$ cat src/rtl/sha256_pkg.sv
`default_nettype none

package sha256_pkg;

   localparam int ADDR_W       = 5;
   localparam int DATA_W       = 32;
   localparam int NUM_ROUNDS   = 64;
   localparam int BLOCK_WORDS  = 16;
   localparam int DIGEST_WORDS = 8;

   // Word addresses
   localparam logic [ADDR_W-1:0] ADR_CTRL    = 5'd0;
   localparam logic [ADDR_W-1:0] ADR_BLOCK0  = 5'd1;   // 1 to 16
   localparam logic [ADDR_W-1:0] ADR_STATUS  = 5'd17;
   localparam logic [ADDR_W-1:0] ADR_DIGEST0 = 5'd18;  // 18 to 25 with H7 first

   typedef struct packed {
      logic next;
      logic init;
   } sha_ctrl_t;

   // Bit 0 ready and bit 1 digest_valid
   typedef struct packed {
      logic digest_valid;
      logic ready;
   } sha_status_t;

   typedef logic [BLOCK_WORDS-1:0][DATA_W-1:0]  sha_block_t;   // Word 0 in low bits
   typedef logic [DIGEST_WORDS-1:0][DATA_W-1:0] sha_digest_t;  // H0 in top word

   localparam logic [DATA_W-1:0] K_TAB [NUM_ROUNDS] = '{
      32'h428a2f98, 32'h71374491, 32'hb5c0fbcf, 32'he9b5dba5,
      32'h3956c25b, 32'h59f111f1, 32'h923f82a4, 32'hab1c5ed5,
      32'hd807aa98, 32'h12835b01, 32'h243185be, 32'h550c7dc3,
      32'h72be5d74, 32'h80deb1fe, 32'h9bdc06a7, 32'hc19bf174,
      32'he49b69c1, 32'hefbe4786, 32'h0fc19dc6, 32'h240ca1cc,
      32'h2de92c6f, 32'h4a7484aa, 32'h5cb0a9dc, 32'h76f988da,
      32'h983e5152, 32'ha831c66d, 32'hb00327c8, 32'hbf597fc7,
      32'hc6e00bf3, 32'hd5a79147, 32'h06ca6351, 32'h14292967,
      32'h27b70a85, 32'h2e1b2138, 32'h4d2c6dfc, 32'h53380d13,
      32'h650a7354, 32'h766a0abb, 32'h81c2c92e, 32'h92722c85,
      32'ha2bfe8a1, 32'ha81a664b, 32'hc24b8b70, 32'hc76c51a3,
      32'hd192e819, 32'hd6990624, 32'hf40e3585, 32'h106aa070,
      32'h19a4c116, 32'h1e376c08, 32'h2748774c, 32'h34b0bcb5,
      32'h391c0cb3, 32'h4ed8aa4a, 32'h5b9cca4f, 32'h682e6ff3,
      32'h748f82ee, 32'h78a5636f, 32'h84c87814, 32'h8cc70208,
      32'h90befffa, 32'ha4506ceb, 32'hbef9a3f7, 32'hc67178f2
   };

   localparam sha_digest_t SHA_H_INIT = {
      32'h6a09e667, 32'hbb67ae85, 32'h3c6ef372, 32'ha54ff53a,
      32'h510e527f, 32'h9b05688c, 32'h1f83d9ab, 32'h5be0cd19
   };

   function automatic logic [DATA_W-1:0] sha_k(input logic [5:0] idx);
      return K_TAB[idx];
   endfunction

   function automatic logic [DATA_W-1:0] rotr(input logic [DATA_W-1:0] x, input int n);
      return (x >> n) | (x << (DATA_W - n));
   endfunction

   function automatic logic [DATA_W-1:0] big_sigma0(input logic [DATA_W-1:0] x);
      return rotr(x, 2) ^ rotr(x, 13) ^ rotr(x, 22);
   endfunction

   function automatic logic [DATA_W-1:0] big_sigma1(input logic [DATA_W-1:0] x);
      return rotr(x, 6) ^ rotr(x, 11) ^ rotr(x, 25);
   endfunction

   function automatic logic [DATA_W-1:0] small_sigma0(input logic [DATA_W-1:0] x);
      return rotr(x, 7) ^ rotr(x, 18) ^ (x >> 3);
   endfunction

   function automatic logic [DATA_W-1:0] small_sigma1(input logic [DATA_W-1:0] x);
      return rotr(x, 17) ^ rotr(x, 19) ^ (x >> 10);
   endfunction

   function automatic logic [DATA_W-1:0] ch(input logic [DATA_W-1:0] x,
                                            input logic [DATA_W-1:0] y,
                                            input logic [DATA_W-1:0] z);
      return (x & y) ^ (~x & z);
   endfunction

   function automatic logic [DATA_W-1:0] maj(input logic [DATA_W-1:0] x,
                                             input logic [DATA_W-1:0] y,
                                             input logic [DATA_W-1:0] z);
      return (x & y) ^ (x & z) ^ (y & z);
   endfunction

endpackage

`default_nettype wire

$ cat src/rtl/sha256_wb_regs.sv
`timescale 1ns/1ps
`default_nettype none

module sha256_wb_regs (
   input  logic                           wb_clk_i,
   input  logic                           wb_rst_i,
   input  logic [sha256_pkg::ADDR_W-1:0]  wb_adr_i,
   input  logic [sha256_pkg::DATA_W-1:0]  wb_dat_i,
   input  logic                           wb_we_i,
   input  logic                           wb_stb_i,
   input  logic                           wb_cyc_i,
   output logic                           wb_ack_o,
   output logic [sha256_pkg::DATA_W-1:0]  wb_dat_o,
   output sha256_pkg::sha_ctrl_t          ctrl_o,
   output sha256_pkg::sha_block_t         block_o,
   input  sha256_pkg::sha_status_t        status_i,
   input  sha256_pkg::sha_digest_t        digest_i
);

   import sha256_pkg::*;

   logic              access;
   logic              wr_en;
   logic              rd_en;
   logic              wr_ctrl;
   logic              in_block;
   logic              in_digest;
   logic [3:0]        blk_idx;
   logic [2:0]        dig_idx;
   logic [DATA_W-1:0] rd_data;

   assign access  = wb_stb_i & wb_cyc_i;   // cyc only qualifies stb
   assign wr_en   = access & wb_we_i;
   assign rd_en   = access & ~wb_we_i;
   assign wr_ctrl = wr_en && (wb_adr_i == ADR_CTRL);

   assign in_block  = (wb_adr_i >= ADR_BLOCK0) &&
                      (wb_adr_i < ADR_BLOCK0 + ADDR_W'(BLOCK_WORDS));
   assign in_digest = (wb_adr_i >= ADR_DIGEST0) &&
                      (wb_adr_i < ADR_DIGEST0 + ADDR_W'(DIGEST_WORDS));
   assign blk_idx   = 4'(wb_adr_i - ADR_BLOCK0);
   assign dig_idx   = 3'(wb_adr_i - ADR_DIGEST0);

   // Block words and command pulses
   always_ff @(posedge wb_clk_i) begin
      if (wb_rst_i) begin
         block_o <= '0;
         ctrl_o  <= '0;
      end else begin
         if (wr_en && in_block) begin
            block_o[blk_idx] <= wb_dat_i;
         end
         ctrl_o.init <= wr_ctrl & wb_dat_i[0];
         ctrl_o.next <= wr_ctrl & wb_dat_i[1] & ~wb_dat_i[0];   // Init wins
      end
   end

   always_comb begin
      rd_data = '0;
      if (in_block) begin
         rd_data = block_o[blk_idx];
      end else if (wb_adr_i == ADR_STATUS) begin
         rd_data = DATA_W'(status_i);
      end else if (in_digest) begin
         rd_data = digest_i[dig_idx];   // H7 at the lowest address
      end
   end

   always_ff @(posedge wb_clk_i) begin
      if (wb_rst_i) begin
         wb_ack_o <= 1'b0;
         wb_dat_o <= '0;
      end else begin
         wb_ack_o <= access;
         if (rd_en) begin
            wb_dat_o <= rd_data;
         end
      end
   end

endmodule

`default_nettype wire

$ cat config.mk
export PLATFORM = sky130hd
export DESIGN_NAME = sha256_wb_regs
export DESIGN_NICKNAME = d
export VERILOG_FILES = /design/src/rtl/sha256_pkg.sv /design/src/rtl/sha256_wb_regs.sv
export SDC_FILE = /design/constraint.sdc
export NUM_CORES = 1
export LEC_CHECK = 0
export BUFFER_PORTS_ARGS = -buffer_cell sky130_fd_sc_hd__buf_2
export CORE_AREA = 4 4 332 334
export CTS_BUF_LIST = sky130_fd_sc_hd__clkbuf_2
export DETAILED_ROUTE_END_ITERATION = 10
export DIE_AREA = 0 0 336 338
export GPL_TIMING_DRIVEN = 0
export PLACE_DENSITY = 0.41
export REMOVE_ABC_BUFFERS = 1
export SETUP_SLACK_MARGIN = 0.2
export SYNTH_ARGS = -nofsm -noshare
export SYNTH_HDL_FRONTEND = slang
export SYNTH_SLANG_ARGS = --single-unit
$ cat constraint.sdc
create_clock -name wb_clk_i -period 4.7 [get_ports wb_clk_i]
set_input_delay 0.235 -clock wb_clk_i [delete_from_list [all_inputs] [get_ports wb_clk_i]]
set_output_delay 0.235 -clock wb_clk_i [all_outputs]
set_load 0.02 [all_outputs]
==> results.tsv <==
stage	metric	value	unit
yosys	yosysSeqAreaShare	42.7	%
timing	post-route-period-util	94.4	%
cts	ctsHtreeMaxLevel	4	
min_path	whs_endpoint	wb_dat_o[29]	
placement	port_buffers	846	
placement	hpwlAfterDp	96200	um
route	postRouteWirelength	135000	um
floorplan	die-height	338	um
timing	finalSetupTns	0	ns
yosys	synth_top_family_by_area	multiplexers	
yosys	synthTopCellsByCount	nand2_1 (815), dfxtp_1 (547), nor2_1 (262)	
timing	worst-slew-pin-transition	0.915	ns
yosys	ys.flop_type	dfxtp_1	
yosys	ys_async_sr_fraction	0	%
grt	overflow	0	
yosys	yosys-mux-area-fraction	27.2	%
route	vias_per_cell	4.81	
critical_path	path_class	in2reg	
route	ant_nets	0	
timing	drv_slew	0	
power_and_ir_drop	power.density	268	mW/mm^2
timing	setup-violations-final	0	
floorplan	fp.coreArea	0.107	sq mm
placement	dp_cells	4803	
min_path	hold_class	in2reg	
critical_path	worstRegToRegCells	4	
critical_path	worstPathArrival	5.73	ns
cts	cts_tree	done	
cts	clk_pin_slew_worst_paths	0.10	ns
grt	grt_pass1_wl	189000	um
yosys	synth_area_leaders	dfxtp_1 (43%), mux4_2 (17%), nand2_1 (12%), mux2i_1 (10%), a21oi_1 (5.0%)	
timing	hold_violations	0	
critical_path	crit_required	5.99	ns
critical_path	r2r_slack	2.60	ns
cts	clk_latency	1.38	ns
timing	clock-skew-final	0.109	ns
finish	final_cells	5370	
yosys	synthesis.area	0.0256	sq mm
route	drtIter0Drc	1647	
cts	cts.sinks	547	
timing	setup_slack	0.262	ns
route	drc	0	
yosys	netlist_instances	2714	
placement	place_congestion	0.769	
yosys	yosysTopAreaCell	dfxtp_1	
grt	grt_antenna_before_repair	5	
run	drv_cap	0	
cts	root_buffer	clkbuf_2	
yosys	yosysMostFrequentCell	nand2_1	
grt	first_global_vias	25700	
floorplan	fp.dieW	336	um
cts	numCtsBuffers	161	
yosys	synth_adder_area_share	0.293	%
route	first_pass_iters	5	
critical_path	cp-end-kind	flip-flop	
cts	clock_path_buffers	3	
timing	relSlewSlack	38.8	%
min_path	min_from	wb_adr_i[2]	
finish	fill_cells	11200	
critical_path	cp-start-kind	input pin	
power_and_ir_drop	irDropWorstVdd	145	uV
yosys	synth_edf_count	0	
power_and_ir_drop	leakagePower	15.5	nW
floorplan	initial_utilization	24.0	%
timing	period_minus_slack	4.44	ns
yosys	yosys_register_bits	547	
route	wl_per_cell	25.1	um
timing	fmax	225	MHz
run_status	status	finished, final reports clean	
yosys	avgSynthCellArea	9.45	sq um
yosys	yosys.area_share.simple	16.9	%
finish	area_growth	43.4	%
yosys	synth-warning-count	0	
floorplan	die_area	0.114	sq mm
timing	rsz0062_at_grt	no	
grt	grt_usage	22.9	%
floorplan	ioPinCount	847	
yosys	synth_top_area_share	42.7	%
placement	dp_slack	-0.302	ns
floorplan	fp-row-count	120	
grt	grt_max_degree	135	
min_path	worstHoldPathCells	7	
route	vias	25800	
critical_path	r2r-start	block_o[385]	
yosys	ys_types	46	
critical_path	cp_max_fo	33	
finish	num-nets-final	4172	
critical_path	rr_endpoint	wb_dat_o[1]	
yosys	synth_compound_area_share	7.84	%
finish	layout-drive-gt1-share	35.7	%
yosys	yosys.area_share.xor_xnor	0.171	%
[where the power goes]
group	internal, W	total [W]	leakage [nW]	switching [W]
sequential	0.00465	0.00466	4.41	0.0000121
combinational	0.000633	0.00134	10.0	0.000710
clock	0.00160	0.00384	1.08	0.00224
total	0.00688	0.00984	15.5	0.00296
[metal layers]
layer	GRT usage (%)	vias to the layer above	wire length (um)	share of wire, %
met5	0	-	17	0.013
met4	8.54	2	4570	3.4
met3	6.74	222	10800	8.0
met2	38.3	1119	65100	48
met1	28.0	12700	54500	40
li1	-	11700	-	-
[cells by family (layout without fill, tap and decap cells)]
logic type / after synthesis / in the layout
buf+inv: 251 / 1497
xor+xnor: 2 / 2
mux: 456 / 456
other cells: 0 / 7
flops: 547 / 547
fa+ha+maj: 6 / 6
compound gates: 337 / 337
simple gates: 1115 / 1115
[layout by cell type, fill, tap and decap left out, types with 6 or more instances in the layout]
master,count
buf_8,39
clkbuf_2,224
clkinv_1,19
buf_2,843
a22oi_1,60
mux2i_1,260
nor2_1,261
diode_2,7
nor3_4,8
a21oi_1,256
nand2_1,815
buf_12,15
buf_4,9
buf_16,29
a211oi_4,9
bufinv_16,6
dlygate4sd3_1,296
mux4_2,192
dfxtp_1,547
[how the worst max path moves through the flow]
stage	from	endpoint
after floorplan	wb_adr_i[1]	wb_dat_o[0]
after global placement	wb_rst_i	wb_dat_o[2]
final	wb_adr_i[1]	wb_dat_o[25]
after detailed placement	wb_adr_i[1]	block_o[293]
after CTS	wb_adr_i[1]	wb_dat_o[15]
after global routing	wb_adr_i[0]	block_o[501]
[cell type report]
| type | count | area [sq um] | share of cell area [%] |
|---|---|---|---|
| multi-input combinational | 1916 | 13600 | 37.0 |
| sequential | 547 | 11000 | 29.8 |
| timing repair buffer | 1235 | 8980 | 24.4 |
| tap | 1403 | 1760 | 4.78 |
| clock buffer | 224 | 1120 | 3.05 |
| clock inverter | 33 | 303 | 0.824 |
| inverter | 5 | 21.3 | 0.0579 |
| antenna | 7 | 17.5 | 0.0477 |
[critical path: stages]
cell,delay [ns]
dlygate4sd3_1,0.53
buf_4,0.17
buf_16,0.28
inv_4,0.20
buf_12,0.23
ha_4,0.61
buf_16,0.27
mux4_2,0.34
dlygate4sd3_1,0.56
nand2_1,0.07
dlygate4sd3_1,0.56
nand2_1,0.06
dlygate4sd3_1,0.56
a22oi_1,0.18
dlygate4sd3_1,0.57
nand2_1,0.05
[registers in the layout (all words and copies together) (netlist names)]
signal,flops
ctrl_o,2
wb_ack_o,1
wb_dat_o,32
block_o,512
[metrics by stage]
step                util (%)  hold slack, ns  total power [W]  instance area (sq um)
floorplan                  -           0.304          0.00518                  24400
global placement        28.4           0.453          0.00579                  30400
detailed placement      30.1           0.459          0.00582                  32200
CTS                     34.3          0.0308           0.0100                  36700
global route            34.4           0.161           0.0103                  36700
finish                  34.4           0.364          0.00984                  36700
[timing repair]
item / in CTS / in global routing
hold endpoints to repair: 547 / 0
setup endpoints to repair: 0 / 13
hold buffers: 299 / 0
gates resized for setup: 0 / 1
setup buffers: 0 / 3
Power figures use the tool's default switching activity.
