==> src/rtl/sha256_pkg.sv <==
`default_nettype none

package sha256_pkg;

   localparam int ADDR_W       = 5;
   localparam int DATA_W       = 32;
   localparam int NUM_ROUNDS   = 64;
   localparam int BLOCK_WORDS  = 16;
   localparam int DIGEST_WORDS = 8;

   // Word addresses
   localparam logic [ADDR_W-1:0] ADR_CTRL    = 5'd0;
   localparam logic [ADDR_W-1:0] ADR_BLOCK0  = 5'd1;   // 1 to 16
   localparam logic [ADDR_W-1:0] ADR_STATUS  = 5'd17;
   localparam logic [ADDR_W-1:0] ADR_DIGEST0 = 5'd18;  // 18 to 25 with H7 first

   typedef struct packed {
      logic next;
      logic init;
   } sha_ctrl_t;

   // Bit 0 ready and bit 1 digest_valid
   typedef struct packed {
      logic digest_valid;
      logic ready;
   } sha_status_t;

   typedef logic [BLOCK_WORDS-1:0][DATA_W-1:0]  sha_block_t;   // Word 0 in low bits
   typedef logic [DIGEST_WORDS-1:0][DATA_W-1:0] sha_digest_t;  // H0 in top word

   localparam logic [DATA_W-1:0] K_TAB [NUM_ROUNDS] = '{
      32'h428a2f98, 32'h71374491, 32'hb5c0fbcf, 32'he9b5dba5,
      32'h3956c25b, 32'h59f111f1, 32'h923f82a4, 32'hab1c5ed5,
      32'hd807aa98, 32'h12835b01, 32'h243185be, 32'h550c7dc3,
      32'h72be5d74, 32'h80deb1fe, 32'h9bdc06a7, 32'hc19bf174,
      32'he49b69c1, 32'hefbe4786, 32'h0fc19dc6, 32'h240ca1cc,
      32'h2de92c6f, 32'h4a7484aa, 32'h5cb0a9dc, 32'h76f988da,
      32'h983e5152, 32'ha831c66d, 32'hb00327c8, 32'hbf597fc7,
      32'hc6e00bf3, 32'hd5a79147, 32'h06ca6351, 32'h14292967,
      32'h27b70a85, 32'h2e1b2138, 32'h4d2c6dfc, 32'h53380d13,
      32'h650a7354, 32'h766a0abb, 32'h81c2c92e, 32'h92722c85,
      32'ha2bfe8a1, 32'ha81a664b, 32'hc24b8b70, 32'hc76c51a3,
      32'hd192e819, 32'hd6990624, 32'hf40e3585, 32'h106aa070,
      32'h19a4c116, 32'h1e376c08, 32'h2748774c, 32'h34b0bcb5,
      32'h391c0cb3, 32'h4ed8aa4a, 32'h5b9cca4f, 32'h682e6ff3,
      32'h748f82ee, 32'h78a5636f, 32'h84c87814, 32'h8cc70208,
      32'h90befffa, 32'ha4506ceb, 32'hbef9a3f7, 32'hc67178f2
   };

   localparam sha_digest_t SHA_H_INIT = {
      32'h6a09e667, 32'hbb67ae85, 32'h3c6ef372, 32'ha54ff53a,
      32'h510e527f, 32'h9b05688c, 32'h1f83d9ab, 32'h5be0cd19
   };

   function automatic logic [DATA_W-1:0] sha_k(input logic [5:0] idx);
      return K_TAB[idx];
   endfunction

   function automatic logic [DATA_W-1:0] rotr(input logic [DATA_W-1:0] x, input int n);
      return (x >> n) | (x << (DATA_W - n));
   endfunction

   function automatic logic [DATA_W-1:0] big_sigma0(input logic [DATA_W-1:0] x);
      return rotr(x, 2) ^ rotr(x, 13) ^ rotr(x, 22);
   endfunction

   function automatic logic [DATA_W-1:0] big_sigma1(input logic [DATA_W-1:0] x);
      return rotr(x, 6) ^ rotr(x, 11) ^ rotr(x, 25);
   endfunction

   function automatic logic [DATA_W-1:0] small_sigma0(input logic [DATA_W-1:0] x);
      return rotr(x, 7) ^ rotr(x, 18) ^ (x >> 3);
   endfunction

   function automatic logic [DATA_W-1:0] small_sigma1(input logic [DATA_W-1:0] x);
      return rotr(x, 17) ^ rotr(x, 19) ^ (x >> 10);
   endfunction

   function automatic logic [DATA_W-1:0] ch(input logic [DATA_W-1:0] x,
                                            input logic [DATA_W-1:0] y,
                                            input logic [DATA_W-1:0] z);
      return (x & y) ^ (~x & z);
   endfunction

   function automatic logic [DATA_W-1:0] maj(input logic [DATA_W-1:0] x,
                                             input logic [DATA_W-1:0] y,
                                             input logic [DATA_W-1:0] z);
      return (x & y) ^ (x & z) ^ (y & z);
   endfunction

endpackage

`default_nettype wire

==> src/rtl/sha256_core.sv <==
`timescale 1ns/1ps
`default_nettype none

module sha256_core (
   input  logic                     wb_clk_i,
   input  logic                     wb_rst_i,
   input  sha256_pkg::sha_ctrl_t    ctrl_i,
   input  sha256_pkg::sha_block_t   block_i,
   output sha256_pkg::sha_status_t  status_o,
   output sha256_pkg::sha_digest_t  digest_o
);

   import sha256_pkg::*;

   typedef enum logic [1:0] {
      ST_IDLE,
      ST_ROUNDS,
      ST_FINAL
   } state_t;

   state_t            state_q;
   logic [5:0]        round_q;
   logic              digest_valid_q;
   sha_digest_t       digest_q;
   sha_digest_t       seed;
   logic              start;
   logic              advance;
   logic [DATA_W-1:0] w;
   logic [DATA_W-1:0] t1;
   logic [DATA_W-1:0] t2;
   logic [DATA_W-1:0] a_q, b_q, c_q, d_q;
   logic [DATA_W-1:0] e_q, f_q, g_q, h_q;

   // Commands only count while idle
   assign start   = (state_q == ST_IDLE) && (ctrl_i.init || ctrl_i.next);
   assign advance = (state_q == ST_ROUNDS);
   assign seed    = ctrl_i.init ? SHA_H_INIT : digest_q;   // Next chains on old digest

   sha256_w_sched u_w_sched (
      .wb_clk_i  (wb_clk_i),
      .wb_rst_i  (wb_rst_i),
      .load_i    (start),
      .advance_i (advance),
      .block_i   (block_i),
      .w_o       (w)
   );

   assign t1 = h_q + big_sigma1(e_q) + ch(e_q, f_q, g_q) + sha_k(round_q) + w;
   assign t2 = big_sigma0(a_q) + maj(a_q, b_q, c_q);

   always_ff @(posedge wb_clk_i) begin
      if (wb_rst_i) begin
         state_q        <= ST_IDLE;
         round_q        <= '0;
         digest_valid_q <= 1'b0;
         digest_q       <= '0;
      end else begin
         case (state_q)
            ST_IDLE: begin
               if (start) begin
                  state_q        <= ST_ROUNDS;
                  round_q        <= '0;
                  digest_valid_q <= 1'b0;
                  digest_q       <= seed;
               end
            end
            ST_ROUNDS: begin
               round_q <= round_q + 6'd1;
               if (round_q == 6'(NUM_ROUNDS - 1)) begin
                  state_q <= ST_FINAL;
               end
            end
            ST_FINAL: begin
               // Fold working variables into the chaining value
               digest_q[7]    <= digest_q[7] + a_q;
               digest_q[6]    <= digest_q[6] + b_q;
               digest_q[5]    <= digest_q[5] + c_q;
               digest_q[4]    <= digest_q[4] + d_q;
               digest_q[3]    <= digest_q[3] + e_q;
               digest_q[2]    <= digest_q[2] + f_q;
               digest_q[1]    <= digest_q[1] + g_q;
               digest_q[0]    <= digest_q[0] + h_q;
               digest_valid_q <= 1'b1;
               state_q        <= ST_IDLE;
            end
            default: state_q <= ST_IDLE;
         endcase
      end
   end

   // Working variables
   always_ff @(posedge wb_clk_i) begin
      if (start) begin
         a_q <= seed[7];
         b_q <= seed[6];
         c_q <= seed[5];
         d_q <= seed[4];
         e_q <= seed[3];
         f_q <= seed[2];
         g_q <= seed[1];
         h_q <= seed[0];
      end else if (advance) begin
         h_q <= g_q;
         g_q <= f_q;
         f_q <= e_q;
         e_q <= d_q + t1;
         d_q <= c_q;
         c_q <= b_q;
         b_q <= a_q;
         a_q <= t1 + t2;
      end
   end

   assign status_o.ready        = (state_q == ST_IDLE);
   assign status_o.digest_valid = digest_valid_q;
   assign digest_o              = digest_q;

endmodule

`default_nettype wire

==> src/rtl/sha256_w_sched.sv <==
`timescale 1ns/1ps
`default_nettype none

module sha256_w_sched (
   input  logic                           wb_clk_i,
   input  logic                           wb_rst_i,
   input  logic                           load_i,
   input  logic                           advance_i,
   input  sha256_pkg::sha_block_t         block_i,
   output logic [sha256_pkg::DATA_W-1:0]  w_o
);

   import sha256_pkg::*;

   sha_block_t        win_q;   // win_q[0] is W[t]
   logic [DATA_W-1:0] w_new;

   // W[t+16] from the window
   assign w_new = small_sigma1(win_q[14]) + win_q[9] + small_sigma0(win_q[1]) + win_q[0];

   always_ff @(posedge wb_clk_i) begin
      if (wb_rst_i) begin
         win_q <= '0;
      end else if (load_i) begin
         win_q <= block_i;
      end else if (advance_i) begin
         win_q <= {w_new, win_q[BLOCK_WORDS-1:1]};
      end
   end

   assign w_o = win_q[0];

endmodule

`default_nettype wire

==> config.mk <==
export PLATFORM = sky130hd
export DESIGN_NAME = sha256_core
export DESIGN_NICKNAME = d
export VERILOG_FILES = /design/src/rtl/sha256_pkg.sv /design/src/rtl/sha256_core.sv /design/src/rtl/sha256_w_sched.sv
export SDC_FILE = /design/constraint.sdc
export NUM_CORES = 2
export LEC_CHECK = 0
export ABC_AREA = 1
export BUFFER_PORTS_ARGS = -buffer_cell sky130_fd_sc_hd__buf_2
export CORE_UTILIZATION = 53
export CTS_CLUSTER_DIAMETER = 200
export DETAILED_ROUTE_END_ITERATION = 6
export PLACE_DENSITY = 0.76
export SLEW_MARGIN = 10
export SYNTH_ARGS = -nofsm -noshare
export SYNTH_HDL_FRONTEND = slang
export SYNTH_SLANG_ARGS = --single-unit
export TNS_END_PERCENT = 10
==> constraint.sdc <==
create_clock -name wb_clk_i -period 9.4 [get_ports wb_clk_i]
set_input_delay 0 -clock wb_clk_i [delete_from_list [all_inputs] [get_ports wb_clk_i]]
set_output_delay 0 -clock wb_clk_i [all_outputs]
set_load 0.01 [all_outputs]
==> results of run 1 <==
## logic make-up after synthesis
group	synth area share [%]
flops	30.73
buf+inv	9.311
compound gates	23.83
simple gates	20.25
xor+xnor	4.226
fa+ha+maj	11.66
## per-layer routing
layer | overflow | GRT usage, %
met1 | 0 | 65.38
met2 | 4 | 74.80
met3 | 0 | 27.60
met4 | 3 | 38.95
met5 | 0 | 5.721
## metrics by stage
step / worst slack [ns] / instances / util (%) / instance area, um2 / hold slack (ns)
2_1_floorplan: 2.675 / 10860 / - / 75640 / 0.1463
4_1_cts: 1.091 / 13780 / 63.27 / 89580 / 0.0003668
3_3_place_gp: 1.187 / 13040 / 56.71 / 80290 / 0.2559
3_5_place_dp: 1.116 / 13040 / 56.71 / 80290 / 0.2568
==> flow_summary.yaml, run 1 <==
status:
  status: "stopped before the end"
  stop_stage: "global routing (5_1_grt)"
  toolErrorMsg: "[ERROR GRT-0116] Global routing finished with congestion. Check the congestion regions in the DRC Viewer."
synthesis:
  synth_commonest_cells: "nand2_1, o21ai_0, a21oi_1"
  synth_nets: 11960
  synth_edf_count: 256
  netlist_area_um2: 75640
  post-synth-top-area-fraction_pct: 20.56
  postSynthAreaPerCell_um2: 6.967
  synth_ff_type: "dfxtp_1"
  synth_most_common_cell: "nand2_1"
  yosys-top-cells-area: "dfxtp_1, nand2_1, edfxtp_1"
  yosys.cell_types.count: 61
  yosysTopAreaCell: "dfxtp_1"
  async_flop_share_pct: 0
  ys_seq_area_share_pct: 30.73
  ys_warn_count: 0
  ys_ff_latch: 1033
  syn_inst: 10860
clock_network:
  numCtsBuffers: 113
  cts-root-buf: "clkbuf_16"
  clk_path_buf_depth: 3
  cts_hold_buf: 529
  ctsResizeCount: 0
  htreeDepth: 3
  post_cts_buffers: 0
  cts.sinks: 1033
placed_design:
  io_buffers: 773
  hpwl_um: 277700
  gp_congestion: 1.069
global_route:
  track_usage_pct: 54.73
  grt_overflow: 7
  grt_max_degree: 268
  grt_first_pass_wirelength_um: 585300
  grt_pass1_vias: 88570
floorplanning:
  die_x_um: 379.8
  num_io_pins: 774
  rows: 138
  die_h_um: 379.8
  start_util_pct: 53.43
==> run 2, diff against run 1 <==
--- a/config.mk
+++ b/config.mk
@@ -7,10 +7,9 @@
 export LEC_CHECK = 0
 export ABC_AREA = 1
 export BUFFER_PORTS_ARGS = -buffer_cell sky130_fd_sc_hd__buf_2
-export CORE_UTILIZATION = 53
-export CTS_CLUSTER_DIAMETER = 200
+export CORE_UTILIZATION = 38
 export DETAILED_ROUTE_END_ITERATION = 6
-export PLACE_DENSITY = 0.76
+export PLACE_DENSITY_LB_ADDON = 0.15
 export SLEW_MARGIN = 10
 export SYNTH_ARGS = -nofsm -noshare
 export SYNTH_HDL_FRONTEND = slang
==> flow_summary.yaml, run 2 <==
clock_network:
  clk_pin_slew_ns: 0.08
  htreeDepth: 3
  cts_tree: "done"
  post_cts_buffers: 0
  cts_hold_buf: 977
  cts-root-buf: "clkbuf_16"
  clk_path_buf_depth: 3
  numCtsBuffers: 121
  ctsResizeCount: 0
  clock_latency_ns: 0.88
  cts.sinks: 1033
floorplanning:
  core_area_um2: 197600
  die_area_um2: 200900
  die_x_um: 448.2
  num_io_pins: 774
  rows: 163
  die_h_um: 448.2
  start_util_pct: 38.28
synthesis:
  synth_most_common_cell: "nand2_1"
  synth_nets: 11960
  synth_edf_count: 256
  yosysTopAreaCell: "dfxtp_1"
  post-synth-top-area-fraction_pct: 20.56
  async_flop_share_pct: 0
  syn_inst: 10860
  yosys-top-cells-area: "dfxtp_1, nand2_1, edfxtp_1"
  synth_ff_type: "dfxtp_1"
  yosys.cell_types.count: 61
  synth_commonest_cells: "nand2_1, o21ai_0, a21oi_1"
  ys_warn_count: 0
  ys_seq_area_share_pct: 30.73
  ys_ff_latch: 1033
  postSynthAreaPerCell_um2: 6.967
  netlist_area_um2: 75640
route:
  drcViolationCount: 32
  wirelength_um: 411000
  drt_iter0_markers: 11300
  wl_per_cell_um: 27.25
  antenna_left: 0
  vias_per_cell: 5.768
  vias: 86980
  first_pass_iters: 7
sta:
  hold_violations: 0
  skew_ns: 0.1068
  finalSetupViolCount: 0
  min_period_ns: 8.636
  finalCritPeriodShare_pct: 91.87
  rsz0062_at_grt: "false"
  fmax_ghz: 0.1158
  relSlewSlack_pct: -0.4795
  drv_slew: 1
  tightest_slew_ns: 1.491
  finalSetupTns_ns: 0
placed_design:
  io_buffers: 773
  dpl_cell_area_um2: 81310
  gp_congestion: 1.051
  hpwl_um: 303500
critical_path:
  worstPathRequired_ns: 9.97
  crit_fanout: 13
  arrival_ns: 9.21
  worst_setup_path_end_kind: "flop"
  cp-start-kind: "flop"
  crit_family: "adder cells"
  critical_path_class: "reg2reg"
  cpPeakStageDelay_ns: 0.65
  worst-path-buf-inv: 10
  cp_common_cell: "inv_1"
  slowest_stage: "dfxtp_1"
run:
  max_cap_violations: 1
global_route:
  grt_max_degree: 263
  grt_pass1_vias: 81580
  grt_first_pass_wirelength_um: 574800
  grt_overflow: 0
  antenna_found_initial: 73
  track_usage_pct: 39.11
final_layout:
  final_common_cell: "nand2_1"
  nets: 13360
  layout-drive-gt1-share_pct: 9.593
  largest_register: "u_w_sched.win_q"
  area_growth_pct: 26.21
  largest_register_ffs: 480
  fin_area_um2: 95470
  most-common-layout-cells: "nand2_1, o21ai_0, a21oi_1"
min_path:
  hp-class: "in2reg"
status:
  status: "complete, but fails checks"
  violations: "design-rule violations, max-capacitance violations, max-slew violations"
## run 2: routing by layer
layer	up-vias	GRT usage [%]	routed length, um
met4	24	22.63	27070
met2	4785	58.12	173700
met1	41710	51.24	168900
met3	1111	9.593	40960
met5	-	1.371	287
li1	39350	-	-
## run 2: worst min-delay path: stages
cell	delay [ns]
dlygate4sd3_1	0.60
buf_2	0.14
nand2_1	0.05
a21oi_1	0.06
## run 2: per-stage QoR
| step | hold WS (ns) | worst slack, ns | std cells | utilization, % |
|---|---|---|---|---|
| after floorplan | 0.1463 | 2.675 | 10860 | - |
| after CTS | 0.00005668 | 0.9350 | 15000 | 48.21 |
| after global routing | 0.03817 | 0.06852 | 15060 | 48.28 |
| after global placement | 0.2581 | 1.015 | 13800 | 41.14 |
| after detailed placement | 0.2568 | 0.9421 | 13800 | 41.14 |
| final | 0.03039 | 0.7641 | 15080 | 48.31 |
## run 2: layout make-up
cell class	count	area [um2]
Clock buffer	173	3433
Sequential cell	1033	23240
Antenna cell	76	190.2
Multi-Input combinational cell	8030	45380
Inverter	1237	4682
Clock inverter	53	757.0
Fill cell	19700	102200
Timing Repair Buffer	1837	14470
Tap cell	2640	3303
## run 2: worst paths after layout
| kind | end | cells past startpoint | startpoint | slack [ns] |
|---|---|---|---|---|
| worst min register to register | digest_valid_q$_SDFFE_PP0P_ | 2 | digest_valid_q$_SDFFE_PP0P_ | 0.48 |
| worst max-delay path | a_q[20]$_DFFE_PP_ | 33 | round_q[1]$_SDFFE_PP0P_ | 0.76 |
| worst min-delay path | u_w_sched.win_q[55]$_SDFFE_PP0P_ | 4 | block_i[55] | 0.03 |
| worst max register to register | a_q[20]$_DFFE_PP_ | 33 | round_q[1]$_SDFFE_PP0P_ | 0.76 |
## run 2: cells by family after synthesis
family,count (synthesis),share of synthesized area [%]
xor+xnor,365,4.226
fa+ha+maj,588,11.66
buf+inv,1795,9.311
compound gates,3339,23.83
flops,1033,30.73
simple gates,3738,20.25
Power of run 2 is left out: the tool's default activity adds up to more than one toggle a clock period on the data nets, which glitch-free logic cannot reach.
